<file path="src/mem_defines.svh">
// shared constants for the memory stage; CP0 numbers assume select 0, credits must fit in CREDIT_W
`ifndef MEM_DEFINES_SVH
`define MEM_DEFINES_SVH

// cp0 register numbers
`define CP0_BADVADDR 5'd8
`define CP0_STATUS   5'd12
`define CP0_CAUSE    5'd13
`define CP0_EPC      5'd14

// cause exception codes
`define EXC_INT  5'd0
`define EXC_ADEL 5'd4
`define EXC_ADES 5'd5
`define EXC_NONE 5'd31  // no exception pending

`define EXC_VECTOR 32'h8000_0180  // single fixed vector, no boot vectors

`define KSEG0_BASE 32'h8000_0000
`define KSEG1_BASE 32'hA000_0000

`define DBUS_CREDITS 4
`define CREDIT_W     3

`endif

</file>
<file path="src/MemPkg.sv">
// shared types of the memory stage; MemOp encoding is internal and not a bus format
package MemPkg;

    typedef logic [31:0] Word;     // data or address word
    typedef logic [4:0]  RegAddr;  // gpr or cp0 register number
    typedef logic [3:0]  ByteEn;   // byte write strobe
    typedef logic [4:0]  ExcCode;  // cause.ExcCode field
    typedef logic [5:0]  IrqVec;   // hardware interrupt lines

    // memory operation carried down from decode
    typedef enum logic [3:0] {
        MEM_NONE,
        MEM_LB,
        MEM_LBU,
        MEM_LH,
        MEM_LHU,
        MEM_LW,
        MEM_SB,
        MEM_SH,
        MEM_SW
    } MemOp;

endpackage

</file>
<file path="src/StoreAligner.sv">
// little-endian lane placement; misalignment is reported for loads and stores alike
`timescale 1ns/1ps

module StoreAligner (
    input  logic         clk,
    input  logic         rstN,
    input  MemPkg::MemOp memOp,
    input  MemPkg::Word  memAddr,
    input  MemPkg::Word  storeData,
    output MemPkg::ByteEn wstrb,
    output MemPkg::Word  wdata,
    output logic         misaligned,
    output logic         isStore
);
    import MemPkg::*;

    assign isStore = memOp inside {MEM_SB, MEM_SH, MEM_SW};

    always_comb begin
        wstrb = '0;
        wdata = storeData;
        case (memOp)
            MEM_SB: begin
                wstrb = 4'b0001 << memAddr[1:0];
                wdata = {4{storeData[7:0]}};  // byte copied to every lane
            end
            MEM_SH: begin
                wstrb = memAddr[1] ? 4'b1100 : 4'b0011;
                wdata = {2{storeData[15:0]}};
            end
            MEM_SW: wstrb = 4'b1111;
            default: ;
        endcase
    end

    always_comb begin
        case (memOp)
            MEM_LH, MEM_LHU, MEM_SH: misaligned = memAddr[0];
            MEM_LW, MEM_SW:          misaligned = |memAddr[1:0];
            default:                 misaligned = 1'b0;
        endcase
    end

    // a load must never reach the bus with a write strobe
    assert property (@(posedge clk) disable iff (!rstN)
        !(memOp inside {MEM_SB, MEM_SH, MEM_SW}) |-> (wstrb == '0));

endmodule

</file>
<file path="config.mk">
export PLATFORM = sky130hd
export DESIGN_NAME = StoreAligner
export DESIGN_NICKNAME = d
export VERILOG_FILES = /design/src/mem_defines.svh /design/src/MemPkg.sv /design/src/StoreAligner.sv
export SDC_FILE = /design/constraint.sdc
export NUM_CORES = 1
export LEC_CHECK = 0
export BUFFER_PORTS_ARGS = -buffer_cell sky130_fd_sc_hd__buf_4
export CAP_MARGIN = 40
export CORE_UTILIZATION = 29
export DETAILED_ROUTE_END_ITERATION = 8
export PLACE_DENSITY = 0.87
export SYNTH_ARGS = -nofsm -noshare
export SYNTH_HDL_FRONTEND = slang
export SYNTH_SLANG_ARGS = --single-unit
</file>
<file path="constraint.sdc">
create_clock -name vclk -period 1.5
set_input_delay 0.15 -clock vclk [all_inputs]
set_output_delay 0.15 -clock vclk [all_outputs]
set_load 0.005 [all_outputs]
</file>
# Word level (Yosys, flattened, before mapping)

Index checks and enable logic that the tools add are counted.

Output and inout port bits: 38
Bits of input ports: 70
Bits in registers: 0
Word-level logic and storage cells: 15

Multiplexer cells: 4
Reduce and logical (&&, ||, !) cells: 4
Equality and inequality tests: 6
Shifts and indexed selects: 1

Operators with widths:

| cell                                                              | number |
|---|---|
| 32-bit case mux with 2 select lines                               | 1 |
| 4-bit by 3-bit == test with 1-bit output, second input constant   | 4 |
| 4-bit case mux with 3 select lines                                | 1 |
| 4-bit by 2-bit == test with 1-bit output, second input constant   | 1 |
| 4-bit == test, second input constant                              | 1 |
| 4-bit 2-to-1 mux                                                  | 1 |
| 2-bit OR reduction                                                | 2 |
| 1-bit by 2-bit left shift with 4-bit output, first input constant | 1 |
| 3-bit nonzero test                                                | 1 |
| 3-bit OR reduction                                                | 1 |
| 1-bit case mux with 2 select lines                                | 1 |

# Depth between registers and ports, before layout

Word-level depth: 3
Gate-level depth with buffers: 3
Gate-level depth less buffers: 2

# Worst setup path before layout

OpenSTA, ideal clock, no wires.

Kind: input to output
Start: input port memOp[0]
End: output port wdata[10]
Data required time: 1350 ps
Stages: 3
Path buffers: 1
Setup slack: 406 ps
Arrival: 944 ps
Cell sequence: nor4bb_1 > buf_2 > mux2_2

Cells in the longest elaborated chain, start to end: 2
Elaborated cells between the ends (all ways): 3
Classes of those cells: eq/ne: 2; mux: 1

Ends and longest elaborated chain:

| item                                     | RTL line           | RTL |
|---|---|---|
| from (decl)                              | StoreAligner.sv:7  | `input MemPkg::MemOp memOp,` |
| 4-bit by 3-bit == test with 1-bit output | StoreAligner.sv:22 | `case (memOp)` |
| 32-bit case mux with 2 select lines *    | StoreAligner.sv:22 |  |
| to (decl)                                | StoreAligner.sv:11 | `output MemPkg::Word wdata,` |

Mark *: on every way between the ends. The rest lies on a longest branch, timed or not.

# Final worst setup path

Start: input port memOp[0]
End: output port wdata[9]

The elaborated chain is that of the path after synthesis.

==> results.ini <==
[setup_path]
start_kind=input pin
required_ns=1.35
arrival_ns=1.25
crit_chain=buf_4, nor4bb_2, buf_4, mux2_2, buf_4
cp_max_fo=8
cp_slowest_cell=mux2_2
slowest_delay_ns=0.35
critical_path.endpoint_type=output port
cpMostUsedCell=buf_4
path_class=input pin to output port

[cells_and_area]
fillers=165
antenna_cells=0
layout_common_cells=81 x buf_4, 32 x mux2_2, 4 x o31ai_1
final_common_cell=buf_4
design.seq.count=0
area_growth_pct=99.8
final-seq-area_um2=0
drive_gt1_frac=0.899
nets=201
clock_buffers=0

[clocking]
postCtsSetupRepairBufs=0
ctsHoldBuffers=0
cts_resized=0

[yosys]
netlist.area_leader.share=0.641
syn_inst=61
yosysTopAreaCell=mux2_2
seq_area_frac_synth=0
ys_warn_count=0
postSynthNetCount=131
yosysUniqueCellTypes=15
synth_area_leaders=mux2_2 64%, buf_4 11%, o31ai_1 5.3%
synth_area_um2=562
postSynthAreaPerCell_um2=9.21

[global_routing]
grt_max_degree=14
grt_pass1_wl_um=2820
grt_usage=0.176
grt_pass1_vias=674
antenna_found_initial=0
grt_overflow=0

[floorplan]
die_h_um=46.0
initial_core_util=0.318
row_count=15
die-area_um2=2120
coreArea_um2=1760
fp.dieW_um=46.0
io_pins=108

[sta]
grt_setup_unrepaired=false
hold_viol_final=0
period_share=0.931
finalSetupTns_ns=0
min_period_ns=1.40
finalSetupViolations=0
slew_headroom=0.838
worstMarginPinSlew_ns=0.241
fmax_ghz=0.716
drv_slew=0

[power]
finalPower_mw=0.309
ir_drop_mv=0.137
power.density_nw_per_um2=275
leakage_nw=0.562

[routing]
drt_first_iter_violations=7
drt-total-wl_um=1920
wl_met2_um=1070
highest_layer=met3
wl_per_cell_um=12.5
viasPerCell=4.77
antenna_left=0
wirelength_met1_um=681
vias=734
first_pass_iters=2
wl_met3_um=167
drc_errors=0

[worst_hold_path]
hp-class=input pin to output port
hold_depth=2

[place]
hpwl_um=1650
gp_congestion=0.631
io_buffers=76

[status]
status=finished, final reports clean

[flow_run]
maxCapViolCount=0

[cells in the mapped netlist]
cell type,number
nand2_1,1
o31ai_1,4
inv_1,1
nand4b_1,1
nand3b_1,1
buf_2,5
or4b_1,1
nor2b_1,1
or3b_2,1
a21oi_1,1
nor4bb_1,1
buf_4,8
nor2_1,2
o221ai_2,1
mux2_2,32
[final timing paths]
| check | startpoint | to | slack [ns] |
|---|---|---|---|
| hold / removal | storeData[7] | wdata[7] | 0.49 |
| setup / recovery | memOp[0] | wdata[9] | 0.10 |
[kinds of logic (layout without fill, tap and decap cells)]
group,count (synthesis),after routing,share of synthesized area
mux,32,32,0.641
buf+inv,14,82,0.158
simple gates,9,9,0.111
compound gates,6,6,0.0891
[per-layer routing]
layer	vias up	track usage
met3	0	0.0119
li1	359	-
met5	-	0
met4	0	0.00588
met2	45	0.363
met1	330	0.200
[where the power goes]
part | internal (mW) | leakage, nW | total, mW | switching [mW]
Sequential | 0 | 0 | 0 | 0
Clock | 0 | 0 | 0 | 0
Combinational | 0.208 | 0.562 | 0.309 | 0.101
Total | 0.208 | 0.562 | 0.309 | 0.101
[stage by stage]
stage	util	cell area [um2]	setup slack [ns]	hold WS (ns)	std cells
after global routing	0.636	1120	0.0309	0.498	154
after floorplan	-	562	0.406	0.365	61
final	0.636	1120	0.104	0.489	154
after global placement	0.636	1120	0.110	0.489	154
after detailed placement	0.636	1120	0.0866	0.491	154
after CTS	0.636	1120	0.0843	0.491	154
[worst max-delay path, delay by kind of cell]
family	cells	cell delay, ns
buffers and inverters	3	0.47
multiplexers	1	0.35
AND/OR/NAND/NOR	1	0.27
[final cells by class]
type | instances | area [um2] | share of cell area
multi-input combinational | 47 | 479 | 0.427
tap | 25 | 31.3 | 0.0279
inverter | 1 | 3.75 | 0.00334
timing repair buffer | 81 | 608 | 0.542
Note: power is estimated with default switching activity, not from simulation.
