`src/mem_defines.svh`:
```
// shared constants for the memory stage; CP0 numbers assume select 0, credits must fit in CREDIT_W
`ifndef MEM_DEFINES_SVH
`define MEM_DEFINES_SVH

// cp0 register numbers
`define CP0_BADVADDR 5'd8
`define CP0_STATUS   5'd12
`define CP0_CAUSE    5'd13
`define CP0_EPC      5'd14

// cause exception codes
`define EXC_INT  5'd0
`define EXC_ADEL 5'd4
`define EXC_ADES 5'd5
`define EXC_NONE 5'd31  // no exception pending

`define EXC_VECTOR 32'h8000_0180  // single fixed vector, no boot vectors

`define KSEG0_BASE 32'h8000_0000
`define KSEG1_BASE 32'hA000_0000

`define DBUS_CREDITS 4
`define CREDIT_W     3

`endif

```
`src/MemPkg.sv`:
```
// shared types of the memory stage; MemOp encoding is internal and not a bus format
package MemPkg;

    typedef logic [31:0] Word;     // data or address word
    typedef logic [4:0]  RegAddr;  // gpr or cp0 register number
    typedef logic [3:0]  ByteEn;   // byte write strobe
    typedef logic [4:0]  ExcCode;  // cause.ExcCode field
    typedef logic [5:0]  IrqVec;   // hardware interrupt lines

    // memory operation carried down from decode
    typedef enum logic [3:0] {
        MEM_NONE,
        MEM_LB,
        MEM_LBU,
        MEM_LH,
        MEM_LHU,
        MEM_LW,
        MEM_SB,
        MEM_SH,
        MEM_SW
    } MemOp;

endpackage

```
`src/ExceptionUnit.sv`:
```
// priority is interrupt, earlier-stage fault, address error, then eret; one fixed vector
`timescale 1ns/1ps
`include "mem_defines.svh"

module ExceptionUnit (
    input  logic           memValid,
    input  MemPkg::ExcCode memExcIn,
    input  logic           misaligned,
    input  logic           isStore,
    input  logic           memEret,
    input  MemPkg::Word    status,
    input  logic [7:0]     causeIp,
    input  MemPkg::Word    epc,
    output logic           excTake,
    output logic           eretTake,
    output MemPkg::ExcCode excCode,
    output logic           excFlush,
    output MemPkg::Word    excTarget,
    output logic           badVaddrWr
);
    logic intPending;

    // IE set, EXL clear, some unmasked IP bit
    assign intPending = status[0] & ~status[1] & (|(causeIp & status[15:8]));

    always_comb begin
        excTake    = 1'b0;
        eretTake   = 1'b0;
        badVaddrWr = 1'b0;
        excCode    = `EXC_NONE;
        if (memValid) begin
            if (intPending) begin
                excTake = 1'b1;
                excCode = `EXC_INT;
            end else if (memExcIn != `EXC_NONE) begin
                excTake = 1'b1;
                excCode = memExcIn;  // fault from fetch/decode/execute
            end else if (misaligned) begin
                excTake    = 1'b1;
                badVaddrWr = 1'b1;
                excCode    = isStore ? `EXC_ADES : `EXC_ADEL;
            end else if (memEret) begin
                eretTake = 1'b1;
            end
        end
    end

    assign excFlush  = excTake | eretTake;
    assign excTarget = eretTake ? epc : `EXC_VECTOR;

endmodule

```
`config.mk`:
```
export PLATFORM = sky130hd
export DESIGN_NAME = ExceptionUnit
export DESIGN_NICKNAME = d
export VERILOG_FILES = /design/src/MemPkg.sv /design/src/ExceptionUnit.sv
export VERILOG_INCLUDE_DIRS = /design/src /design/src/src
export SDC_FILE = /design/constraint.sdc
export NUM_CORES = 1
export LEC_CHECK = 0
export ABC_AREA = 0
export BUFFER_PORTS_ARGS = -buffer_cell sky130_fd_sc_hd__buf_4
export CORE_ASPECT_RATIO = 1.4
export CORE_MARGIN = 2
export CORE_UTILIZATION = 29
export DETAILED_ROUTE_END_ITERATION = 12
export PLACE_DENSITY = 0.91
export SLEW_MARGIN = 20
export SYNTH_ARGS = -nofsm -noshare
export SYNTH_HDL_FRONTEND = slang
export SYNTH_SLANG_ARGS = --single-unit
export TNS_END_PERCENT = 100
```
`constraint.sdc`:
```
create_clock -name vclk -period 2.5
set_input_delay 0.125 -clock vclk [all_inputs]
set_output_delay 0.125 -clock vclk [all_outputs]
set_load 0.1 [all_outputs]
```
Word-level counts from Yosys, hierarchy flattened
Index checks and enable logic that the tools add are counted.
W data, S select, Z words.
{ "classes": {"eq_ne": 1, "muxes": 18, "bitwise": 5, "n_reduce_logical": 1} }
{ "op_table": {"columns": ["op", "n"], "rows": [
  ["$mux W32", 1],
  ["$mux W5", 4],
  ["$mux W1", 13],
  ["$and A8 B8 Y8", 1],
  ["$reduce_or A8 Y1", 1],
  ["$ne A5 B5 Y1 const B", 1],
  ["$and A1 B1 Y1", 2],
  ["$not A1 Y1", 1],
  ["$or A1 B1 Y1", 1]
]} }
{ "totals": {"register_bits": 0, "input_bits": 81, "output_inout_bits": 41, "wordCells": 25} }

Depth between registers and ports, before layout
{ "depth": {"ltp_word": 6, "mapped_depth": 5, "mapped_depth_nobuf": 3} }

Worst setup path after synthesis
No wires, ideal clock.
{ "synth_timing": {"path_kind": "input to output", "start": "input causeIp[3]", "end": "output excCode[2]", "arrival_time_ps": 2994, "t_required_ps": 2375, "setup_slack_ps": -619, "path_stages": 4, "path_buffers": 1, "path_cell_list": "a22oi_1 > a41oi_2 > buf_2 > o21ai_0"} }
{ "synth_between": {"elab_chain_len": 5} }
{ "synth_lines": {"columns": ["element", "line", "text"], "rows": [
  ["start, declared", "ExceptionUnit.sv:12", "input logic [7:0] causeIp,"],
  ["$and A8 B8 Y8", "ExceptionUnit.sv:24", "assign intPending = status[0] & ~status[1] & (|(causeIp & status[15:8]));"],
  ["$reduce_or A8 Y1", "ExceptionUnit.sv:24", null],
  ["$and A1 B1 Y1", "ExceptionUnit.sv:24", null],
  ["$mux W5", "ExceptionUnit.sv:32", "if (intPending) begin"],
  ["$mux W5", "ExceptionUnit.sv:31", "if (memValid) begin"],
  ["end, declared", "ExceptionUnit.sv:16", "output MemPkg::ExcCode excCode,"]
]} }
No other way between the ends.

Final worst setup path
{ "layout_timing": {"start": "input causeIp[2]", "end": "output excTarget[31]"} }
{ "layout_between": {"elab_chain_len": 6} }
{ "layout_lines": {"columns": ["element", "line", "text"], "rows": [
  ["$and A8 B8 Y8", "ExceptionUnit.sv:24", null],
  ["$reduce_or A8 Y1", "ExceptionUnit.sv:24", null],
  ["$and A1 B1 Y1", "ExceptionUnit.sv:24", null],
  ["$mux W1", "ExceptionUnit.sv:32", null],
  ["$mux W1", "ExceptionUnit.sv:31", null],
  ["$mux W32 (no source line)", null, null],
  ["end, declared", "ExceptionUnit.sv:18", "output MemPkg::Word excTarget,"]
]} }
No other way between the ends.

==> results_dict.tcl <==
set metrics [dict create \
    n_clock_buffer 0 \
    viasPerCell 5.05 \
    synth_nets 149 \
    syn_area_sq_um 622 \
    ant_nets 0 \
    antenna_found_initial 0 \
    hold_path.class "input port to output pin" \
    final_common_cell "buf_4" \
    drc 0 \
    synth_mux_area_frac 0 \
    synth_compound_area_frac 0.185 \
    io-pin-count 122 \
    worstPathArrival_ns 1.82 \
    hpwl_mm 2.24 \
    worstSetupPathType "input port to output pin" \
    wl_mm 2.60 \
    relSlewSlack 0.539 \
    synth_top_family_by_area "simple AND/OR/NAND/NOR gates" \
    nets 246 \
    syn_area_per_cell_sq_um 9.14 \
    grt_pass1_wl_mm 3.97 \
    numPortBuffers 100 \
    start_kind "input port" \
    peakVddDrop_mv 0.170 \
    place_congestion 0.685 \
    rsz0062_at_grt "false" \
    area.sequential_sq_um 0 \
    ys_seq_area_frac 0 \
    worst_hold_slack_ns 0.652 \
    layout_common_cells "buf_4, nor3b_2, a22oi_1, a21oi_1" \
    multi_input_area_sq_um 577 \
    first_pass_iters 4 \
    die_h_um 58.8 \
    hold_viol 0 \
    post_cts_resized 0 \
    synth_cells 68 \
    tightest_slew_ns 0.689 \
    status "complete, no violations" \
    grt_max_degree 34 \
    setup_ws_ns 0.559 \
    ys_warn_count 0 \
    cp.required_ns 2.38 \
    dp_slack_ns 0.546 \
    synth_fa_ha_area_frac 0 \
    post-cts-setup-buffer-count 0 \
    cts_hold_buffers 0 \
    syn_to_final_growth_pct 123 \
    grt_pass1_vias 887 \
    fin_area_sq_um 1390 \
    leakagePower_nw 0.635 \
    antennaDiodeCount 0 \
    core_sq_um 2000 \
    fmax_mhz 515 \
    post_dp_cell_area_sq_um 1390 \
    cp-end-kind "output pin" \
    nFillCells 167 \
    dp_cells 184 \
    gr-total-overflow 0 \
    setup-tns-final_ns 0 \
    finalNonFillerCells 184 \
    initial_core_util 0.311 \
    synth_cell_types 22 \
    grt_usage 0.192 \
    dr_total_vias 929 \
    slew_viol_final 0 \
    drive_gt1_frac 0.828 \
    maxCapViolations 0 \
    power_density_nw_per_um2 149 \
    setup_violations 0 \
    routedWlPerCell_um 14.1 \
    fin_crit_ns 1.94 \
    rows 19 \
    yosys.area_share.simple 0.716 \
    die-area_sq_um 2540 \
    nFlopsAndLatches 0 \
    die_x_um 43.1 \
    period_share 0.777 \
    synth-xor-area-share 0 \
    critPathMaxFanout 21 \
    drtIter0Drc 24 \
]
-- metal layers --
| metal | share of wire | vias to the layer above | GRT usage |
|---|---|---|---|
| met5 | 0 | - | 0 |
| met3 | 0.13 | 0 | 0.0460 |
| met2 | 0.56 | 62 | 0.380 |
| li1 | - | 459 | - |
| met1 | 0.31 | 408 | 0.206 |
| met4 | 0 | 0 | 0.0216 |
-- stage by stage --
step	power [mW]	util
2_1_floorplan	0.111	-
3_3_place_gp	0.203	0.695
3_5_place_dp	0.208	0.695
4_1_cts	0.208	0.695
5_1_grt	0.219	0.695
6_report	0.207	0.695
-- worst max-delay path: stages --
cell,delay (ns)
buf_4,0.11
a22oi_1,0.31
a41oi_4,0.40
buf_12,0.30
or3_1,0.34
buf_4,0.24
-- cell usage after synthesis --
cell | number | area (sq um)
or4_1 | 1 | 7.51
buf_2 | 3 | 15.0
o31a_1 | 1 | 8.76
nor3_1 | 1 | 5.00
nor3b_2 | 29 | 363
nor2_1 | 2 | 7.51
o32ai_1 | 1 | 8.76
a41oi_2 | 1 | 16.3
or3_2 | 1 | 7.51
nand2b_1 | 1 | 6.26
a21oi_1 | 4 | 20.0
clkbuf_2 | 1 | 5.00
or3_1 | 3 | 18.8
nand3_2 | 1 | 10.0
nand2_1 | 2 | 7.51
o22ai_1 | 3 | 18.8
o21a_1 | 1 | 7.51
inv_1 | 2 | 7.51
a22oi_1 | 4 | 30.0
nand4_1 | 2 | 12.5
o21ai_0 | 1 | 5.00
buf_6 | 3 | 33.8
-- final cells by class --
cell class                      instances  share of cell area
Timing Repair Buffer                  102               0.560
Inverter                                2             0.00541
Multi-Input combinational cell         59               0.415
Tap cell                               21              0.0189
-- kinds of logic after synthesis --
family	Yosys count
compound gates	16
buf+inv	9
simple gates	43
-- final timing paths --
check | from | to | slack (ns) | depth (start not counted)
setup / recovery | causeIp[2] | excTarget[31] | 0.56 | 6
hold / removal | memValid | excCode[2] | 0.65 | 3
-- where the power goes --
group / leakage (nW) / switching, mW / internal [mW]
Sequential: 0 / 0 / 0
Clock: 0 / 0 / 0
Combinational: 0.635 / 0.115 / 0.0921
(Power assumes the default switching activity.)
