**src/mem_defines.svh**
```systemverilog
// shared constants for the memory stage; CP0 numbers assume select 0, credits must fit in CREDIT_W
`ifndef MEM_DEFINES_SVH
`define MEM_DEFINES_SVH

// cp0 register numbers
`define CP0_BADVADDR 5'd8
`define CP0_STATUS   5'd12
`define CP0_CAUSE    5'd13
`define CP0_EPC      5'd14

// cause exception codes
`define EXC_INT  5'd0
`define EXC_ADEL 5'd4
`define EXC_ADES 5'd5
`define EXC_NONE 5'd31  // no exception pending

`define EXC_VECTOR 32'h8000_0180  // single fixed vector, no boot vectors

`define KSEG0_BASE 32'h8000_0000
`define KSEG1_BASE 32'hA000_0000

`define DBUS_CREDITS 4
`define CREDIT_W     3

`endif

```
**src/MemPkg.sv**
```systemverilog
// shared types of the memory stage; MemOp encoding is internal and not a bus format
package MemPkg;

    typedef logic [31:0] Word;     // data or address word
    typedef logic [4:0]  RegAddr;  // gpr or cp0 register number
    typedef logic [3:0]  ByteEn;   // byte write strobe
    typedef logic [4:0]  ExcCode;  // cause.ExcCode field
    typedef logic [5:0]  IrqVec;   // hardware interrupt lines

    // memory operation carried down from decode
    typedef enum logic [3:0] {
        MEM_NONE,
        MEM_LB,
        MEM_LBU,
        MEM_LH,
        MEM_LHU,
        MEM_LW,
        MEM_SB,
        MEM_SH,
        MEM_SW
    } MemOp;

endpackage

```
**src/Cp0Regs.sv**
```systemverilog
// Status/Cause/EPC/BadVAddr only; IP7..2 follow irq one cycle late, EPC and BadVAddr not reset
`timescale 1ns/1ps
`include "mem_defines.svh"

module Cp0Regs (
    input  logic           clk,
    input  logic           rstN,
    input  MemPkg::IrqVec  irq,
    input  MemPkg::RegAddr rdAddr,
    input  logic           wrEn,
    input  MemPkg::RegAddr wrAddr,
    input  MemPkg::Word    wrData,
    input  logic           excTake,
    input  MemPkg::ExcCode excCodeIn,
    input  MemPkg::Word    excPc,
    input  MemPkg::Word    badVaddr,
    input  logic           badVaddrWr,
    input  logic           eretTake,
    output MemPkg::Word    rdData,
    output MemPkg::Word    status,
    output logic [7:0]     causeIp,
    output MemPkg::Word    epc
);
    import MemPkg::*;

    logic [7:0] statusIm;
    logic       statusExl;
    logic       statusIe;
    IrqVec      ipHw;      // cause bits 15:10
    logic [1:0] ipSw;      // software interrupts, cause bits 9:8
    ExcCode     causeExc;
    Word        badVaddrReg;

    assign status  = {16'b0, statusIm, 6'b0, statusExl, statusIe};
    assign causeIp = {ipHw, ipSw};

    always_ff @(posedge clk or negedge rstN) begin
        if (!rstN) begin
            ipHw      <= '0;
            ipSw      <= '0;
            statusIm  <= '0;
            statusExl <= 1'b0;
            statusIe  <= 1'b0;
            causeExc  <= '0;
        end else begin
            ipHw <= irq;  // sampled every cycle
            if (excTake) begin
                statusExl <= 1'b1;
                causeExc  <= excCodeIn;
            end else if (eretTake) begin
                statusExl <= 1'b0;
            end else if (wrEn && wrAddr == `CP0_STATUS) begin
                statusIm  <= wrData[15:8];
                statusExl <= wrData[1];
                statusIe  <= wrData[0];
            end else if (wrEn && wrAddr == `CP0_CAUSE) begin
                ipSw <= wrData[9:8];
            end
        end
    end

    always_ff @(posedge clk) begin
        if (excTake) begin
            epc <= excPc;
        end else if (wrEn && wrAddr == `CP0_EPC) begin
            epc <= wrData;
        end
        if (excTake && badVaddrWr) begin
            badVaddrReg <= badVaddr;  // address errors only
        end
    end

    always_comb begin
        case (rdAddr)
            `CP0_STATUS:   rdData = status;
            `CP0_CAUSE:    rdData = {16'b0, causeIp, 1'b0, causeExc, 2'b0};
            `CP0_EPC:      rdData = epc;
            `CP0_BADVADDR: rdData = badVaddrReg;
            default:       rdData = '0;
        endcase
    end

    // exception resolution must never pick both
    assert property (@(posedge clk) disable iff (!rstN) !(excTake && eretTake));

endmodule

```
**config.mk**
```make
export PLATFORM = sky130hd
export DESIGN_NAME = Cp0Regs
export DESIGN_NICKNAME = d
export VERILOG_FILES = /design/src/MemPkg.sv /design/src/Cp0Regs.sv
export VERILOG_INCLUDE_DIRS = /design/src /design/src/src
export SDC_FILE = /design/constraint.sdc
export NUM_CORES = 1
export LEC_CHECK = 0
export BUFFER_PORTS_ARGS = -buffer_cell sky130_fd_sc_hd__buf_2
export CORE_ASPECT_RATIO = 1.4
export CORE_UTILIZATION = 40
export CTS_CLUSTER_SIZE = 28
export DETAILED_ROUTE_END_ITERATION = 16
export GPL_TIMING_DRIVEN = 1
export HOLD_SLACK_MARGIN = 0.12
export MAX_ROUTING_LAYER = met4
export PLACE_DENSITY_LB_ADDON = 0.2
export SLEW_MARGIN = 15
export SYNTH_ARGS = -nofsm -noshare
export SYNTH_HDL_FRONTEND = slang
export SYNTH_SLANG_ARGS = --single-unit
```
**constraint.sdc**
```tcl
create_clock -name clk -period 2.1 [get_ports clk]
set_input_delay 0.63 -clock clk [delete_from_list [all_inputs] [get_ports clk]]
set_output_delay 0.63 -clock clk [all_outputs]
set_load 0.02 [all_outputs]
```
# After elaboration in Yosys (flattened, before gate mapping)
# Index checks and enable logic that the tools add are counted.
dict set report word_totals {
  register_bits 87
  in_bits 123
}
dict set report op_classes {
  eq_ne 7
  mux 6
  n_bitwise 3
  n_reduce_logical 8
}
# operator n
set op_table {}
lappend op_table {{$pmux W32 S4} 1}
lappend op_table {{$mux W32} 2}
lappend op_table {{$eq A5 B4 Y1 const B} 7}
lappend op_table {{$logic_and A1 B1 Y1} 4}
lappend op_table {{$reduce_and A4 Y1} 1}
lappend op_table {{$mux W1} 3}
lappend op_table {{$not A1 Y1} 3}
lappend op_table {{$reduce_and A3 Y1} 1}
lappend op_table {{$reduce_bool A3 Y1} 1}
lappend op_table {{$reduce_bool A2 Y1} 1}

# Depth between registers and ports, before layout
# Gate-level depths: netlist (run 1).
dict set report depth {
  ltp_word 5
  depth_mapped 6
  depth_no_buf 3
}

# Worst setup path after synthesis (run 1)
# Ideal clock, no wire load.
dict set report synth_path {
  kind {input to output}
  start {in rdAddr[2]}
  end {out rdData[0]}
  arrival_time_ns 1.655
  t_required_ns 1.470
  slack_ns -0.185
  cell_stages 6
  n_path_buf 3
  path_cell_list {and2_4 > buf_6 > and2_1 > buf_6 > buf_6 > a221o_1}
}
dict set report synth_via {
  elab_chain_len 2
  word_cells_on_any_way 5
  classes_between {4 x eq/ne; 1 x mux}
}
# item line
set synth_rtl {}
lappend synth_rtl {{from (decl)} Cp0Regs.sv:9} ;# input MemPkg::RegAddr rdAddr,
lappend synth_rtl {{$eq A5 B4 Y1} Cp0Regs.sv:74} ;# case (rdAddr)
lappend synth_rtl {{$pmux W32 S4 *} Cp0Regs.sv:74}
lappend synth_rtl {{to (decl)} Cp0Regs.sv:19} ;# output MemPkg::Word rdData,
# Every way passes the cells marked *; elsewhere a longest branch is shown, timed or not.

# Worst setup path in the final report (run 1)
dict set report layout_path {
  start {in rdAddr[1]}
  end {out rdData[1]}
}
# The elaborated chain is that of the path after synthesis.

==> results of run 1 <==
-- what timing repair did --
item                                    CTS  global route
endpoints found under the setup margin   32            32
buffers inserted                          2             8
pin swaps                                 5             9
cloned                                    2             2
resized for setup                        69            26
-- cells in the mapped netlist (4+ instances only) --
cell type and instances:
edfxtp_1 64, mux2_2 45, nand3_1 32, buf_4 26
dfrtp_1 23, a22o_1 17, nand4_1 8, a221o_1 7
and3_1 7, buf_2 6, buf_6 5, nor2_1 4
-- kinds of logic (layout without fill, tap and decap cells) --
kind of cell    count (synthesis)  in the layout
compound gates                 26             26
buf+inv                        42            256
flops                          87             87
mux                            48             48
other cells                     1             22
simple gates                   63             63
-- power breakdown --
group | switching (mW) | internal [mW]
clock | 0.654 | 1.03
combinational | 0.371 | 0.303
sequential | 0.0744 | 2.01
-- final timing paths --
| path | from | endpoint | slack, ps |
|---|---|---|---|
| setup / recovery | rdAddr[1] | rdData[1] | -230 |
| hold / removal | rstN | statusIm[3]$_DFFE_PN0P_ | 280 |
| setup reg to reg | ipSw[0]$_DFFE_PN0P_ | ipSw[0]$_DFFE_PN0P_ | 1270 |
| hold reg to reg | causeExc[4]$_DFFE_PN0P_ | causeExc[4]$_DFFE_PN0P_ | 500 |
| max in group asynchronous | rstN | causeExc[4]$_DFFE_PN0P_ | 1430 |
| min in group clk | irq[2] | ipHw[2]$_DFF_PN0_ | 400 |
-- cell type report --
class                           instances  area, sq um  area share (%)
Tap cell                              132          165            2.73
Clock buffer                           11          264            4.37
Inverter                                2         7.51           0.124
Timing Repair Buffer                  238         1670            27.6
Clock inverter                          5         61.3            1.01
Sequential cell                        87         2500            41.3
Multi-Input combinational cell        159         1380            22.8
-- stage by stage --
| stage | instance area (sq um) | TNS (ps) | power [mW] |
|---|---|---|---|
| 2_1_floorplan | 4140 | -2220 | 2.47 |
| 3_3_place_gp | 5250 | -7230 | 2.73 |
| 3_5_place_dp | 5250 | -7350 | 2.74 |
| 4_1_cts | 5870 | -5850 | 4.46 |
| 5_1_grt | 6050 | -6910 | 4.59 |
| 6_report | 6050 | -5890 | 4.44 |
-- flip-flops by register name (all words and copies together), names as in the netlist --
register and flops:
badVaddrReg 32, epc 32, statusIm 8, ipHw 6
causeExc 5, ipSw 2, statusExl 1, statusIe 1
-- metal layers --
metal  vias up  part of all wire [%]
met3        12                   5.6
li1       1455                     -
met2       150                    56
met5         -                     0
met1      1537                    37
met4         0                   1.2
==> results.cfg, run 1 <==
[outcome]
status = complete, but fails checks
violations = negative setup slack

[clocking]
cts_buffer_depth = 2
cts_hold_buf = 0
cts_tree = done
clockRootBuffer = clkbuf_16
htreeDepth = 3
cts_inserted_buffers = 9
clk_pin_slew_ps = 70
clkSinkCount = 87
worstSkewPairLatency_ps = 330

[sta]
hold_ws_ps = 285
relSlewSlack_pct = 62.1
rsz0062_at_grt = true
final.setup.worst_slack_ps = -227
setup_viol = 32
fin_crit_ps = 2330
finClkSkew_ps = 0
tightest_slew_ps = 569
final-hold-violation-count = 0
max_freq_mhz = 430
fin_crit_sh_pct = 111
finalMaxSlewViolations = 0

[logic_synthesis]
synth_xor_area_share_pct = 0
yosysTopAreaCellShare_pct = 48.6
synth_edf_count = 64
synth_cell_types = 28
synthArstFlopShare_pct = 26.4
yosysTopAreaCell = edfxtp_1
ys.warnings.count = 0
synth_seq_cells = 87
synthMuxAreaShare_pct = 13.7
synth_fa_ha_area_share_pct = 0
synth-compound-area-share_pct = 6.02
synth_simple_gate_area_share_pct = 9.40
syn_inst = 267
synth_top_family_by_area = multiplexers
yosys-top-cells-area = edfxtp_1, dfrtp_1, mux2_2
ys.flop_type = edfxtp_1
ys_seq_area_share_pct = 63.2
syn-cell-area_sq_um = 3950
syn_avg_cell_area_sq_um = 14.8

[placement]
port_buffers = 204
place_inst = 607
hpwl_um = 7780
gp_congestion = 0.743
place_ws_ps = -294

[route]
via_count = 3154
route.detailed.drc = 0
ant_nets = 0
wire_per_inst_um = 17.5
vias_per_cell = 4.97
drt-pass1-iter-count = 4
routed_wl_um = 11100
drt_iter0_drc = 114

[setup_path]
worstPathArrival_ps = 1700
path_cells = buf_6 > and2_4 > and2_4 > buf_12 > a221o_1 > buf_2
critPathRequiredTime_ps = 1470
cp_num_buf_inv = 3
worstSetupEndpointType = primary output
cp_top_family = buffers and inverters
crit_type = in -> out
cp_max_fo = 11
cp.depth = 6
critPathLaunchType = input pin
r2r_cells = 1
crit_path_max_incr_delay_ps = 320
cp_slowest_cell = a221o_1
cp_common_cell = and2_4

[grt]
grt_use_met1_pct = 23.9
grt_antenna_before_repair = 0
use_met3_pct = 4.68
grt_use_total_pct = 22.2
top_usage_layer = met2
grt_max_degree = 25
use_met2_pct = 40.3
grt_pass1_vias = 3239
grt-ovfl-total = 0
grt_first_pass_wirelength_um = 16600

[layout]
layout_commonest_cell = buf_2
layout_common_cells = buf_2, edfxtp_1, mux2_2
synthToLayoutAreaGrowth_pct = 53.0
antenna-diode-count = 0
fin_cells = 634
drive_gt1_share_pct = 65.1
nNetsFinal = 620
n_fill_cell = 738
utilization_pct = 63.6

[floorplan]
ios = 227
die_y_um = 120
start_util_pct = 41.5
coreArea_sq_um = 9510
rows = 42
die_w_um = 86
dieArea_sq_um = 10300

[job]
max_cap_viol_count = 0

[power]
ir_worst_vdd_mv = 0.441
p_per_area_nw_per_um2 = 735
power_leakage_nw = 2.78

[hold_path]
hold_class = in -> async
(Power assumes the default switching activity.)
==> run 2, diff against run 1 <==
--- a/config.mk
+++ b/config.mk
@@ -14,7 +14,7 @@
 export GPL_TIMING_DRIVEN = 1
 export HOLD_SLACK_MARGIN = 0.12
 export MAX_ROUTING_LAYER = met4
-export PLACE_DENSITY_LB_ADDON = 0.2
+export PLACE_DENSITY_LB_ADDON = 0.1
 export SLEW_MARGIN = 15
 export SYNTH_ARGS = -nofsm -noshare
 export SYNTH_HDL_FRONTEND = slang
==> run 2 against run 1 <==
  * The run still ends with negative setup slack left
  * Sequential power is essentially flat
  * Clock-buffer cell count down 1
  * Flip-flop and latch count stayed put
  * Die area is the same
  * Cell area up 0.54%
  * Clock power about the same
  * Combinational power up 2%
  * Clock skew unchanged
  * Cell count shrank 0.32%
==> results.cfg, run 2 (same netlist as run 1, synthesis figures left out) <==
[setup_path]
crit_type = in -> out
cp_max_fo = 6
critPathRequiredTime_ps = 1470
worstSetupEndpointType = primary output
worstPathArrival_ps = 1730
critPathLaunchType = input pin

[grt]
grt_first_pass_wirelength_um = 16200
grt-ovfl-total = 0
grt_use_total_pct = 22.1
grt_antenna_before_repair = 0
grt_max_degree = 24
grt_pass1_vias = 3243

[route]
ant_nets = 0
vias_per_cell = 4.94
routed_wl_um = 11200
route.detailed.drc = 0
via_count = 3119
wire_per_inst_um = 17.7
drt-pass1-iter-count = 4
drt_iter0_drc = 74

[sta]
final-hold-violation-count = 0
fin_crit_sh_pct = 112
fin_crit_ps = 2360
finClkSkew_ps = 0
tightest_slew_ps = 567
finalMaxSlewViolations = 0
final.setup.worst_slack_ps = -259
setup_viol = 32
relSlewSlack_pct = 62.2
rsz0062_at_grt = true
max_freq_mhz = 424

[clocking]
cts_hold_buf = 0
clk_pin_slew_ps = 60
cts_inserted_buffers = 9
htreeDepth = 3
clkSinkCount = 87
cts_buffer_depth = 2
clockRootBuffer = clkbuf_16
cts_tree = done
worstSkewPairLatency_ps = 330

[placement]
place_inst = 607
port_buffers = 204
placed_area_sq_um = 5240
place_ws_ps = -291
gp_congestion = 0.758
hpwl_um = 7900

[floorplan]
start_util_pct = 41.5
rows = 42
die_w_um = 86
ios = 227
coreArea_sq_um = 9510
die_y_um = 120
dieArea_sq_um = 10300

[power]
swShare_pct = 24.5
power_leakage_nw = 2.75
power_mw = 4.44
clkPwrFrac_pct = 37.6
internal_power_mw = 3.36
power_frac_comb_pct = 15.4
p_seq_share_pct = 46.9
power_switching_mw = 1.09
p_per_area_nw_per_um2 = 731
ir_worst_vdd_mv = 0.436

[layout]
n_fill_cell = 754
layout_commonest_cell = buf_2
nNetsFinal = 618
layout_common_cells = buf_2, edfxtp_1, mux2_2
fin_cells = 632
finish.instance_area_sq_um = 6080
biggestRegsByFlops = badVaddrReg: 32 flops, epc: 32 flops, statusIm: 8 flops
antenna-diode-count = 0
utilization_pct = 63.9
drive_gt1_share_pct = 67.6
synthToLayoutAreaGrowth_pct = 53.8

[job]
max_cap_viol_count = 0

[hold_path]
hold_class = in -> async

[outcome]
violations = negative setup slack
status = complete, but fails checks
-- run 2: cell types whose count changed in the layout (fill, tap and decap cells not counted), moves of 3 or more --
cell / previous run / this run
nand3_1: 24 / 13
nand3_2: 9 / 18
buf_6: 43 / 38
and3_1: 7 / 4
and3_4: 0 / 3
buf_2: 168 / 171
buf_8: 1 / 4
-- run 2: layout make-up --
cell class	count	area [sq um]	share of cell area, %
flip-flops and latches	87	2500	41.1
repair buffers	236	1630	26.8
multi-input cells	159	1470	24.1
clock buffers	10	229	3.77
well taps	132	165	2.72
clock inverters	6	85.1	1.40
inverters	2	7.51	0.124
-- run 2: repair_timing --
| item | in CTS | in global routing |
|---|---|---|
| endpoints found under the setup margin | 32 | 32 |
| cloned | 3 | 1 |
| setup buffers | 6 | 2 |
| pin swaps | 20 | 17 |
| resized for setup | 82 | 31 |
-- run 2: power by group through the flow --
stage	Combinational [mW]	Clock, mW	Sequential, mW
2_1_floorplan	0.263	0	2.21
5_1_grt	0.730	1.78	2.10
3_3_place_gp	0.616	0	2.11
4_1_cts	0.673	1.72	2.08
6_report	0.687	1.67	2.09
3_5_place_dp	0.626	0	2.11
-- run 2: final timing paths --
kind,startpoint,end,slack (ps),cells past startpoint
setup / recovery,rdAddr[3],rdData[3],-260,6
hold / removal,rstN,ipHw[3]$_DFF_PN0_,280,1
setup reg to reg,statusIm[1]$_DFFE_PN0P_,statusIm[1]$_DFFE_PN0P_,1270,1
hold reg to reg,causeExc[3]$_DFFE_PN0P_,causeExc[3]$_DFFE_PN0P_,500,1
max in group asynchronous,rstN,causeExc[0]$_DFFE_PN0P_,1440,1
min in group clk,irq[3],ipHw[3]$_DFF_PN0_,400,1
-- run 2: routing by layer --
metal / part of all wire, % / vias to the layer above / routed length [um] / GRT usage (%)
li1: - / 1453 / - / -
met1: 37 / 1501 / 4150 / 23.4
met3: 5.6 / 12 / 625 / 5.50
met5: 0 / - / 0 / -
met2: 56 / 153 / 6240 / 39.3
met4: 1.5 / 0 / 172 / 8.33
-- run 2: worst max-delay path, cell delays in order --
cell and delay, ps:
buf_6 90, and3b_2 250, clkbuf_16 180, and3_1 170, a221o_1 250, buf_2 160
-- run 2: metrics by stage --
step           TNS (ps)  hold slack [ps]
3_3_place_gp      -7250              483
3_5_place_dp      -8090              492
6_report          -5460              285
5_1_grt           -6410              320
2_1_floorplan     -2220              334
4_1_cts           -6340              303
