<file path="config.mk">
export PLATFORM = sky130hd
export DESIGN_NAME = DataReqIssue
export DESIGN_NICKNAME = d
export VERILOG_FILES = /design/src/MemPkg.sv /design/src/DataReqIssue.sv
export VERILOG_INCLUDE_DIRS = /design/src /design/src/src
export SDC_FILE = /design/constraint.sdc
export NUM_CORES = 1
export LEC_CHECK = 0
export BUFFER_PORTS_ARGS = -buffer_cell sky130_fd_sc_hd__buf_4
export CAP_MARGIN = 20
export CORE_AREA = 2 2 59 61
export CTS_BUF_LIST = sky130_fd_sc_hd__clkbuf_8
export DETAILED_ROUTE_END_ITERATION = 10
export DIE_AREA = 0 0 61 63
export PLACE_DENSITY = 0.76
export SLEW_MARGIN = 20
export SYNTH_ARGS = -nofsm -noshare
export SYNTH_HDL_FRONTEND = slang
export SYNTH_SLANG_ARGS = --single-unit
</file>
<file path="constraint.sdc">
create_clock -name clk -period 2.9 [get_ports clk]
set_clock_uncertainty 0.15 [all_clocks]
set_input_delay 0.725 -clock clk [delete_from_list [all_inputs] [get_ports clk]]
set_output_delay 0.725 -clock clk [all_outputs]
set_load 0.05 [all_outputs]
</file>
<file path="src/mem_defines.svh">
// shared constants for the memory stage; CP0 numbers assume select 0, credits must fit in CREDIT_W
`ifndef MEM_DEFINES_SVH
`define MEM_DEFINES_SVH

// cp0 register numbers
`define CP0_BADVADDR 5'd8
`define CP0_STATUS   5'd12
`define CP0_CAUSE    5'd13
`define CP0_EPC      5'd14

// cause exception codes
`define EXC_INT  5'd0
`define EXC_ADEL 5'd4
`define EXC_ADES 5'd5
`define EXC_NONE 5'd31  // no exception pending

`define EXC_VECTOR 32'h8000_0180  // single fixed vector, no boot vectors

`define KSEG0_BASE 32'h8000_0000
`define KSEG1_BASE 32'hA000_0000

`define DBUS_CREDITS 4
`define CREDIT_W     3

`endif

</file>
<file path="src/MemPkg.sv">
// shared types of the memory stage; MemOp encoding is internal and not a bus format
package MemPkg;

    typedef logic [31:0] Word;     // data or address word
    typedef logic [4:0]  RegAddr;  // gpr or cp0 register number
    typedef logic [3:0]  ByteEn;   // byte write strobe
    typedef logic [4:0]  ExcCode;  // cause.ExcCode field
    typedef logic [5:0]  IrqVec;   // hardware interrupt lines

    // memory operation carried down from decode
    typedef enum logic [3:0] {
        MEM_NONE,
        MEM_LB,
        MEM_LBU,
        MEM_LH,
        MEM_LHU,
        MEM_LW,
        MEM_SB,
        MEM_SH,
        MEM_SW
    } MemOp;

endpackage

</file>
<file path="src/DataReqIssue.sv">
// credit flow only, no ready; bus must never return more credits than it was given
`timescale 1ns/1ps
`include "mem_defines.svh"

module DataReqIssue (
    input  logic          clk,
    input  logic          rstN,
    input  logic          memValid,
    input  MemPkg::MemOp  memOp,
    input  logic          suppress,
    input  MemPkg::ByteEn wstrb,
    input  MemPkg::Word   wdata,
    input  logic          isStore,
    input  MemPkg::Word   paddr,
    input  logic          cached,
    input  logic          dCredit,
    output logic          dReqValid,
    output logic          dReqWrite,
    output MemPkg::Word   dReqAddr,
    output MemPkg::ByteEn dReqWstrb,
    output MemPkg::Word   dReqWdata,
    output logic          dReqCached,
    output logic          stall
);
    import MemPkg::*;

    logic [`CREDIT_W-1:0] credits;
    logic                 wantReq;
    logic                 haveCredit;

    assign wantReq    = memValid && (memOp != MEM_NONE) && !suppress;
    assign haveCredit = (credits != '0);

    assign dReqValid  = wantReq & haveCredit;
    assign stall      = wantReq & ~haveCredit;  // hold the op until a credit is back
    assign dReqWrite  = dReqValid & isStore;
    assign dReqAddr   = paddr;
    assign dReqWstrb  = wstrb;
    assign dReqWdata  = wdata;
    assign dReqCached = cached;

    always_ff @(posedge clk or negedge rstN) begin
        if (!rstN) begin
            credits <= `CREDIT_W'(`DBUS_CREDITS);
        end else begin
            case ({dReqValid, dCredit})
                2'b10:   credits <= credits - 1'b1;
                2'b01:   credits <= credits + 1'b1;
                default: ;  // idle, or consume and return cancel
            endcase
        end
    end

    assert property (@(posedge clk) disable iff (!rstN)
        credits <= `CREDIT_W'(`DBUS_CREDITS));
    assert property (@(posedge clk) disable iff (!rstN)
        dReqValid |-> haveCredit);

endmodule

</file>
==> Word level (Yosys, flattened, before mapping) <==
Index checks and enable logic that the tools add are counted.
W data, S select, Z words.
{ "classes": {"addsub": 2, "eq_ne": 2, "mux": 1, "bitwise": 4, "n_reduce_logical": 6} }
{ "ops": {"columns": ["operator", "n"], "rows": [
  ["$pmux W3 S2", 1],
  ["$reduce_bool A4 Y1", 1],
  ["$add A3 B1 Y3 const B", 1],
  ["$and A1 B1 Y1", 3],
  ["$reduce_bool A3 Y1", 1],
  ["$sub A3 B1 Y3 const B", 1],
  ["$eq A2 B1 Y1 const B", 1],
  ["$eq A2 B2 Y1 const B", 1],
  ["$logic_and A1 B1 Y1", 2],
  ["$reduce_bool A2 Y1", 1],
  ["$logic_not A1 Y1", 1],
  ["$not A1 Y1", 1]
]} }
{ "word_totals": {"ff_bits": 3, "in_bits": 79, "output_inout_bits": 72, "word_cells": 16} }

==> Longest topological paths before layout <==
Gate-level depths: netlist of run 1.
{ "logic_depth": {"word_depth": 6, "depth_mapped": 9, "ltp_nobuf": 9} }

==> Least setup slack after synthesis of run 1 <==
No wires, ideal clock.
{ "synth_path": {"path_type": "input-to-output", "start": "in memOp[1]", "end": "out dReqWrite", "arrival_time_ns": 2.339, "path_slack_ns": -0.314, "stages": 3, "cell_sequence": "nor4_2 nor4b_2 and2_1"} }
{ "synth_between": {"elab_chain_cells": 5} }
{ "synth_lines": {"columns": ["element", "line_no", "rtl"], "rows": [
  ["start, declared", "DataReqIssue.sv:9", "input MemPkg::MemOp memOp,"],
  ["$reduce_bool A4 Y1", "DataReqIssue.sv:31", "assign wantReq = memValid && (memOp != MEM_NONE) && !suppress;"],
  ["$logic_and A1 B1 Y1 (2 in series)", "DataReqIssue.sv:31", null],
  ["$and A1 B1 Y1", "DataReqIssue.sv:34", "assign dReqValid = wantReq & haveCredit;"],
  ["via dReqValid", "DataReqIssue.sv:17", "output logic dReqValid,"],
  ["$and A1 B1 Y1", "DataReqIssue.sv:36", "assign dReqWrite = dReqValid & isStore;"],
  ["end, declared", "DataReqIssue.sv:18", "output logic dReqWrite,"]
]} }
The timed path passes the listed nets, and every way through them passes these cells.

==> Worst setup path in the final report of run 1 <==
{ "layout_path": {"start": "in memOp[3]", "end": "out stall"} }
{ "layout_between": {"elab_chain_cells": 4} }
{ "layout_lines": {"columns": ["element", "line_no", "rtl"], "rows": [
  ["$reduce_bool A4 Y1", "DataReqIssue.sv:31", null],
  ["$logic_and A1 B1 Y1 (2 in series)", "DataReqIssue.sv:31", null],
  ["$and A1 B1 Y1", "DataReqIssue.sv:35", "assign stall = wantReq & ~haveCredit;"],
  ["end, declared", "DataReqIssue.sv:23", "output logic stall"]
]} }
No other way between the ends.

==> key figures, run 1 <==
Status
  – Status: completed

Final layout
  – Register Area: 76.3 sq um
  – Fin util: 12.7%
  – Filler instances: 366
  – Final instance area: 410 sq um
  – Multi-input logic area: 134 sq um
  – Top Registers: credits: 3 flops
  – Max reg flops: 3
  – Biggest register: credits
  – Nets: 115
  – Area Growth Syn to Fin: -43.5%
  – # diodes: 0
  – Share of cells above drive strength 1: 60.6%

Routing
  – Vias: 292
  – Final WL: 982 um
  – Vias/cell: 3.70
  – Final routed DRC violation total: 0
  – Drt first-iter violations: 3
  – Drt wl/cell: 12.4 um
  – ANT nets after route: 0
  – DRT Pass-1 Iters: 2

Synth
  – FF+latch count, synth: 3
  – Top FF cell, synth: dfrtp_1
  – Synth Instances: 86
  – Largest cells by area after synthesis: buf_4, dfrtp_1, dfstp_2
  – Count leader, synth: buf_4
  – Synth top cells by count: buf_4, dfrtp_1, inv_1, xor2_1
  – Mean Syn Cell Area: 8.45 sq um
  – Part of the Yosys area used for sequential elements: 10.5%
  – Yosys top cell by area: buf_4
  – EDFF count, synth: 0
  – Synth top area share: 71.3%
  – Share of synthesized registers carrying an async set or reset: 100%
  – Synthesized area: 727 sq um
  – Syn_nets: 167
  – Post-synthesis cell type count: 15
  – Number of synthesis warnings: 0

Floorplan
  – Starting density of the core: 22.5%
  – Die Ht: 63 um
  – Core Area: 3230 sq um
  – I/O Pins: 151
  – Row cnt: 21
  – Die footprint: 3840 sq um
  – Die Wd: 61 um

STA
  – Fin crit period: 2.60 ns
  – RSZ-0062 raised after global routing: false
  – Slew @ Worst Pin: 0.398 ns
  – Final period utilization: 89.5%
  – Setup TNS Final: 0 ns
  – Slew Limit Fails: 0
  – # setup viols final: 0
  – Rel. slew slack: 73.3%
  – Fmax: 0.385 GHz
  – Final hold vios: 0

Placed design
  – GP Congestion: 0.555
  – Placed cell area: 365 sq um
  – Post-DP HPWL: 770 um
  – Port Buffer Count: 12

Clock network
  – Worst skew pair latency: 0.22 ns
  – H-tree lvl count: 1
  – Post-CTS setup repair buffer count: 0
  – CTS Hold Bufs: 0
  – TritonCTS buffer count: 3
  – CTS clk-pin slew, worst paths: 0.03 ns
  – CTS Buffer Depth: 2
  – CTS tree: done
  – Post_cts resized: 0
  – # clock sinks: 3
  – Root Driver: clkbuf_8

Global route
  – Initial antenna violation count: 0
  – All-Layer GR Usage: 5.90%
  – Gr ovfl total: 0
  – Largest net degree at the start of global routing: 4
  – Vias in the first global route: 359
  – First-pass GRT wire length: 1590 um

Power
  – Post-route total power: 330 uW
  – Maximum VDD drop: 306 uV
  – Static leakage: 0.000175 uW
  – Pwr/cell area: 803 nW/um^2

Flow run
  – Maxcap violations: 0

Critical path
  – CP required: 2.03 ns
  – Startpoint types: input pin
  – Worst Setup End Kind: output pin
  – Worst setup path class: input pin to output pin
  – Crit path from: memOp[3]
  – Crit Reg-Reg Startpoint: credits[0]
  – CP Max Fanout: 2
  – Worst path arrival time: 1.72 ns
  – Worst R2R Path Depth: 9

Min path
  – Hold Crit Class: input pin to asynchronous set/reset pin
==> routing by layer <==
layer | vias up | GRT usage [%] | part of all wire [%]
met5 | - | 0 | 0
met4 | 0 | 14.9 | 22
met3 | 38 | 4.14 | 18
met2 | 43 | 6.45 | 42
met1 | 122 | 2.75 | 17
li1 | 89 | - | -
==> where the power goes <==
group / total (uW) / switching, uW / internal (uW)
logic: 118 / 59.7 / 57.9
clock network: 118 / 27.9 / 90.1
registers: 94.0 / 23.1 / 70.9
total: 330 / 111 / 219
==> cell families after synthesis <==
kind of cell	synth area share, %
buffers and inverters	72.3
AND/OR/NAND/NOR	7.57
XOR/XNOR	3.62
flip-flops	10.5
adder cells (fa/ha/maj)	4.47
multiplexers	1.55
==> area by class of cell <==
type / instances / share of cell area, %
clock inverters: 1 / 0.915
inverters: 2 / 1.83
clock buffers: 3 / 10.1
well taps: 46 / 14.0
repair buffers: 12 / 22.0
flip-flops and latches: 3 / 18.6
multi-input cells: 12 / 32.6
==> worst max-delay path: stages <==
cell and delay, ns:
buf_4 0.11, nor4_2 0.41, and4bb_2 0.29, buf_4 0.19
==> through the flow <==
stage	hold WS, ns	instances	worst slack (ns)
CTS	0.135	79	0.287
detailed placement	0.364	75	0.166
global placement	0.364	75	0.274
global route	0.136	79	0.244
floorplan	0.279	86	0.0381
finish	0.140	79	0.304
==> final timing paths <==
path / endpoint / slack, ns
worst min-delay path: credits[1] / 0.14
worst max-delay path: stall / 0.30
worst max register to register: credits[2] / 0.65
max in group asynchronous: credits[2] / 2.27
worst min register to register: credits[2] / 0.38
min in group clk: credits[2] / 0.38
==> layout by cell type (no fill, tap or decap) <==
cell type  Yosys  final
buf_4         69     12
inv_1          2      3
clkbuf_8       0      3
xor2_1         2      2
dfrtp_1        2      2
nor4_2         1      1
nor3_1         1      1
nor4b_4        0      1
and4bb_2       1      1
and2_1         1      1
xnor2_1        1      1
nor2_1         1      1
mux2_2         1      1
fa_1           1      1
ha_1           1      1
dfstp_2        1      1
(Power assumes the default switching activity.)
==> run 2, diff against run 1 <==
--- a/config.mk
+++ b/config.mk
@@ -8,11 +8,14 @@
 export LEC_CHECK = 0
 export BUFFER_PORTS_ARGS = -buffer_cell sky130_fd_sc_hd__buf_4
 export CAP_MARGIN = 20
-export CORE_AREA = 2 2 59 61
+export CELL_PAD_IN_SITES_DETAIL_PLACEMENT = 2
+export CELL_PAD_IN_SITES_GLOBAL_PLACEMENT = 2
+export CORE_MARGIN = 1
+export CORE_UTILIZATION = 10
 export CTS_BUF_LIST = sky130_fd_sc_hd__clkbuf_8
 export DETAILED_ROUTE_END_ITERATION = 10
-export DIE_AREA = 0 0 61 63
-export PLACE_DENSITY = 0.76
+export PLACE_DENSITY_LB_ADDON = 0.1
+export SKIP_CTS_REPAIR_TIMING = 1
 export SLEW_MARGIN = 20
 export SYNTH_ARGS = -nofsm -noshare
 export SYNTH_HDL_FRONTEND = slang
==> run 2 against run 1 <==
  * Routed wire length grew 6.6%
  * Die area grew 98%
  * Highest routed layer unchanged
  * Clock-buffer cell count is the same
  * Critical path depth is the same
  * Sequential power is essentially flat
  * Largest power group unchanged
  * Largest cell class unchanged
  * Critical path type unchanged
  * Critical endpoint unchanged
  * Setup slack gained 0.00073 ns
==> key figures, run 2 (synthesis results as in run 1) <==
Final layout
  – Nets: 115 (unchanged)
  – Register Area: 76.3 sq um (unchanged)
  – Filler instances: 839 (+130%)
  – Biggest register: credits
  – Top Registers: credits: 3 flops
  – Multi-input logic area: 134 sq um (unchanged)
  – # diodes: 0 (unchanged)
  – Max reg flops: 3 (unchanged)
  – Finished Layout Cells: 129 (+63%)
  – Most frequent cells in the layout: buf_4, inv_1, clkbuf_8
  – Area Growth Syn to Fin: -34.9%
  – Most common cell after layout, fill and taps aside: buf_4
  – Share of cells above drive strength 1: 60.6% (unchanged)

STA
  – RSZ-0062 raised after global routing: false
  – Fmax: 0.385 GHz (about the same)
  – Slew Limit Fails: 0 (unchanged)
  – Slew @ Worst Pin: 0.565 ns (+0.167 ns)
  – Final worst slack: 0.305 ns (+0.000733 ns)
  – Fin crit period: 2.60 ns (-0.000733 ns)
  – Final period utilization: 89.5% (about the same)
  – Rel. slew slack: 62.0% (-11 points)
  – # setup viols final: 0 (unchanged)
  – Final hold vios: 0 (unchanged)
  – Setup TNS Final: 0 ns (unchanged)

Flow run
  – Maxcap violations: 0 (unchanged)

Critical path
  – Slowest cell on crit path: nor4_2
  – Startpoint types: input pin
  – Worst path cell trace: buf_4 -> nor4_2 -> and4bb_2 -> buf_4
  – R2R Setup Slk: 0.50 ns (-0.15 ns)
  – CP required: 2.03 ns (about the same)
  – CP peak stage delay: 0.41 ns (about the same)
  – Top delay family on crit path: simple AND/OR/NAND/NOR gates
  – Worst path buffer plus inverter count: 2 (unchanged)
  – CP Max Fanout: 2 (unchanged)
  – Worst setup path class: input pin to output pin
  – Worst path arrival time: 1.72 ns (about the same)
  – Worst Setup End Kind: output pin
  – CP most frequent cell: buf_4

Global route
  – All-Layer GR Usage: 2.80% (-3.1 points)
  – Initial antenna violation count: 0 (unchanged)
  – First-pass GRT wire length: 1550 um (-2.6%)
  – Vias in the first global route: 318 (-11%)
  – Gr ovfl total: 0 (unchanged)
  – Largest net degree at the start of global routing: 4 (unchanged)

Power
  – Post-route total power: 328 uW (-0.43%)
  – Net Switching: 110 uW (-0.83%)
  – Power Internal: 218 uW (-0.22%)
  – Maximum VDD drop: 148 uV (-52%)
  – Pwr/cell area: 694 nW/um^2 (-14%)
  – Static leakage: 0.000175 uW (unchanged)
  – Clock power frac: 35.3% (-0.5 points)
  – Reg power frac: 28.5% (about the same)
  – Comb pwr share: 36.2% (+0.5 points)
  – Sw Share: 33.5% (-0.14 points)

Routing
  – Final routed DRC violation total: 0 (unchanged)
  – Final WL: 1050 um (+6.6%)
  – DRT Pass-1 Iters: 2 (unchanged)
  – ANT nets after route: 0 (unchanged)
  – Drt first-iter violations: 11 (+8)
  – Vias: 246 (-16%)
  – Drt wl/cell: 8.12 um (-35%)
  – Vias/cell: 1.91 (-48%)

Placed design
  – GP Congestion: 0.551 (-0.74%)
  – Port Buffer Count: 12 (unchanged)
  – Placed insts: 125 (+67%)
  – DP Worst Slack: 0.129 ns (-0.0377 ns)

Clock network
  – Worst skew pair latency: 0.21 ns (about the same)
  – # clock sinks: 3 (unchanged)
  – CTS clk-pin slew, worst paths: 0.03 ns (about the same)
  – CTS tree: done
  – Root Driver: clkbuf_8
  – TritonCTS buffer count: 3 (unchanged)
  – CTS Buffer Depth: 2 (unchanged)
  – H-tree lvl count: 1 (unchanged)

Floorplan
  – Row cnt: 30 (+43%)
  – Core Area: 6910 sq um (+110%)
  – Die footprint: 7610 sq um (+98%)
  – Die Ht: 87.3 um (+39%)
  – I/O Pins: 151 (unchanged)
  – Die Wd: 87.3 um (+43%)
  – Starting density of the core: 10.5% (-12 points)

Min path
  – Hold Crit Class: input pin to asynchronous set/reset pin

Status
  – Status: completed
## run 2: cell counts in the layout (fill, tap and decap cells not counted)
No cell type changed its count.
## run 2: path summary, 6_finish.rpt
path	depth (start not counted)	to	from
max	4	stall	memOp[3]
min	1	credits[1]	rstN
max reg2reg	9	credits[2]	credits[0]
min reg2reg	1	credits[2]	credits[2]
max in group asynchronous	1	credits[2]	rstN
min in group clk	1	credits[2]	credits[2]
## run 2: per-stage QoR
stage / utilization, % / cell area, sq um / hold WS, ns
finish: 6.85 / 473 / 0.144
global route: 6.85 / 473 / 0.141
CTS: 6.85 / 473 / 0.141
detailed placement: 6.20 / 428 / 0.368
global placement: 6.20 / 428 / 0.372
floorplan: - / 736 / 0.279
## run 2: cell type report
type                            count  share of cell area [%]
Clock buffer                        3                    8.73
Clock inverter                      1                   0.794
Inverter                            2                    1.59
Multi-Input combinational cell     12                    28.3
Sequential cell                     3                    16.1
Tap cell                           96                    25.4
Timing Repair Buffer               12                    19.0
## run 2: power groups by stage
stage / combinational [uW] / sequential (uW) / clock, uW
6_report: 119 / 93.7 / 116
5_1_grt: 136 / 97.9 / 124
4_1_cts: 125 / 94.3 / 120
3_5_place_dp: 124 / 94.7 / 0
3_3_place_gp: 126 / 96.7 / 0
2_1_floorplan: 341 / 88.9 / 0
## run 2: per-layer routing
| layer | GRT usage [%] | share of wire [%] |
|---|---|---|
| met2 | 2.56 | 34 |
| met4 | 4.17 | 4.9 |
| met1 | 3.01 | 39 |
| met5 | 0 | 0 |
| met3 | 2.27 | 21 |
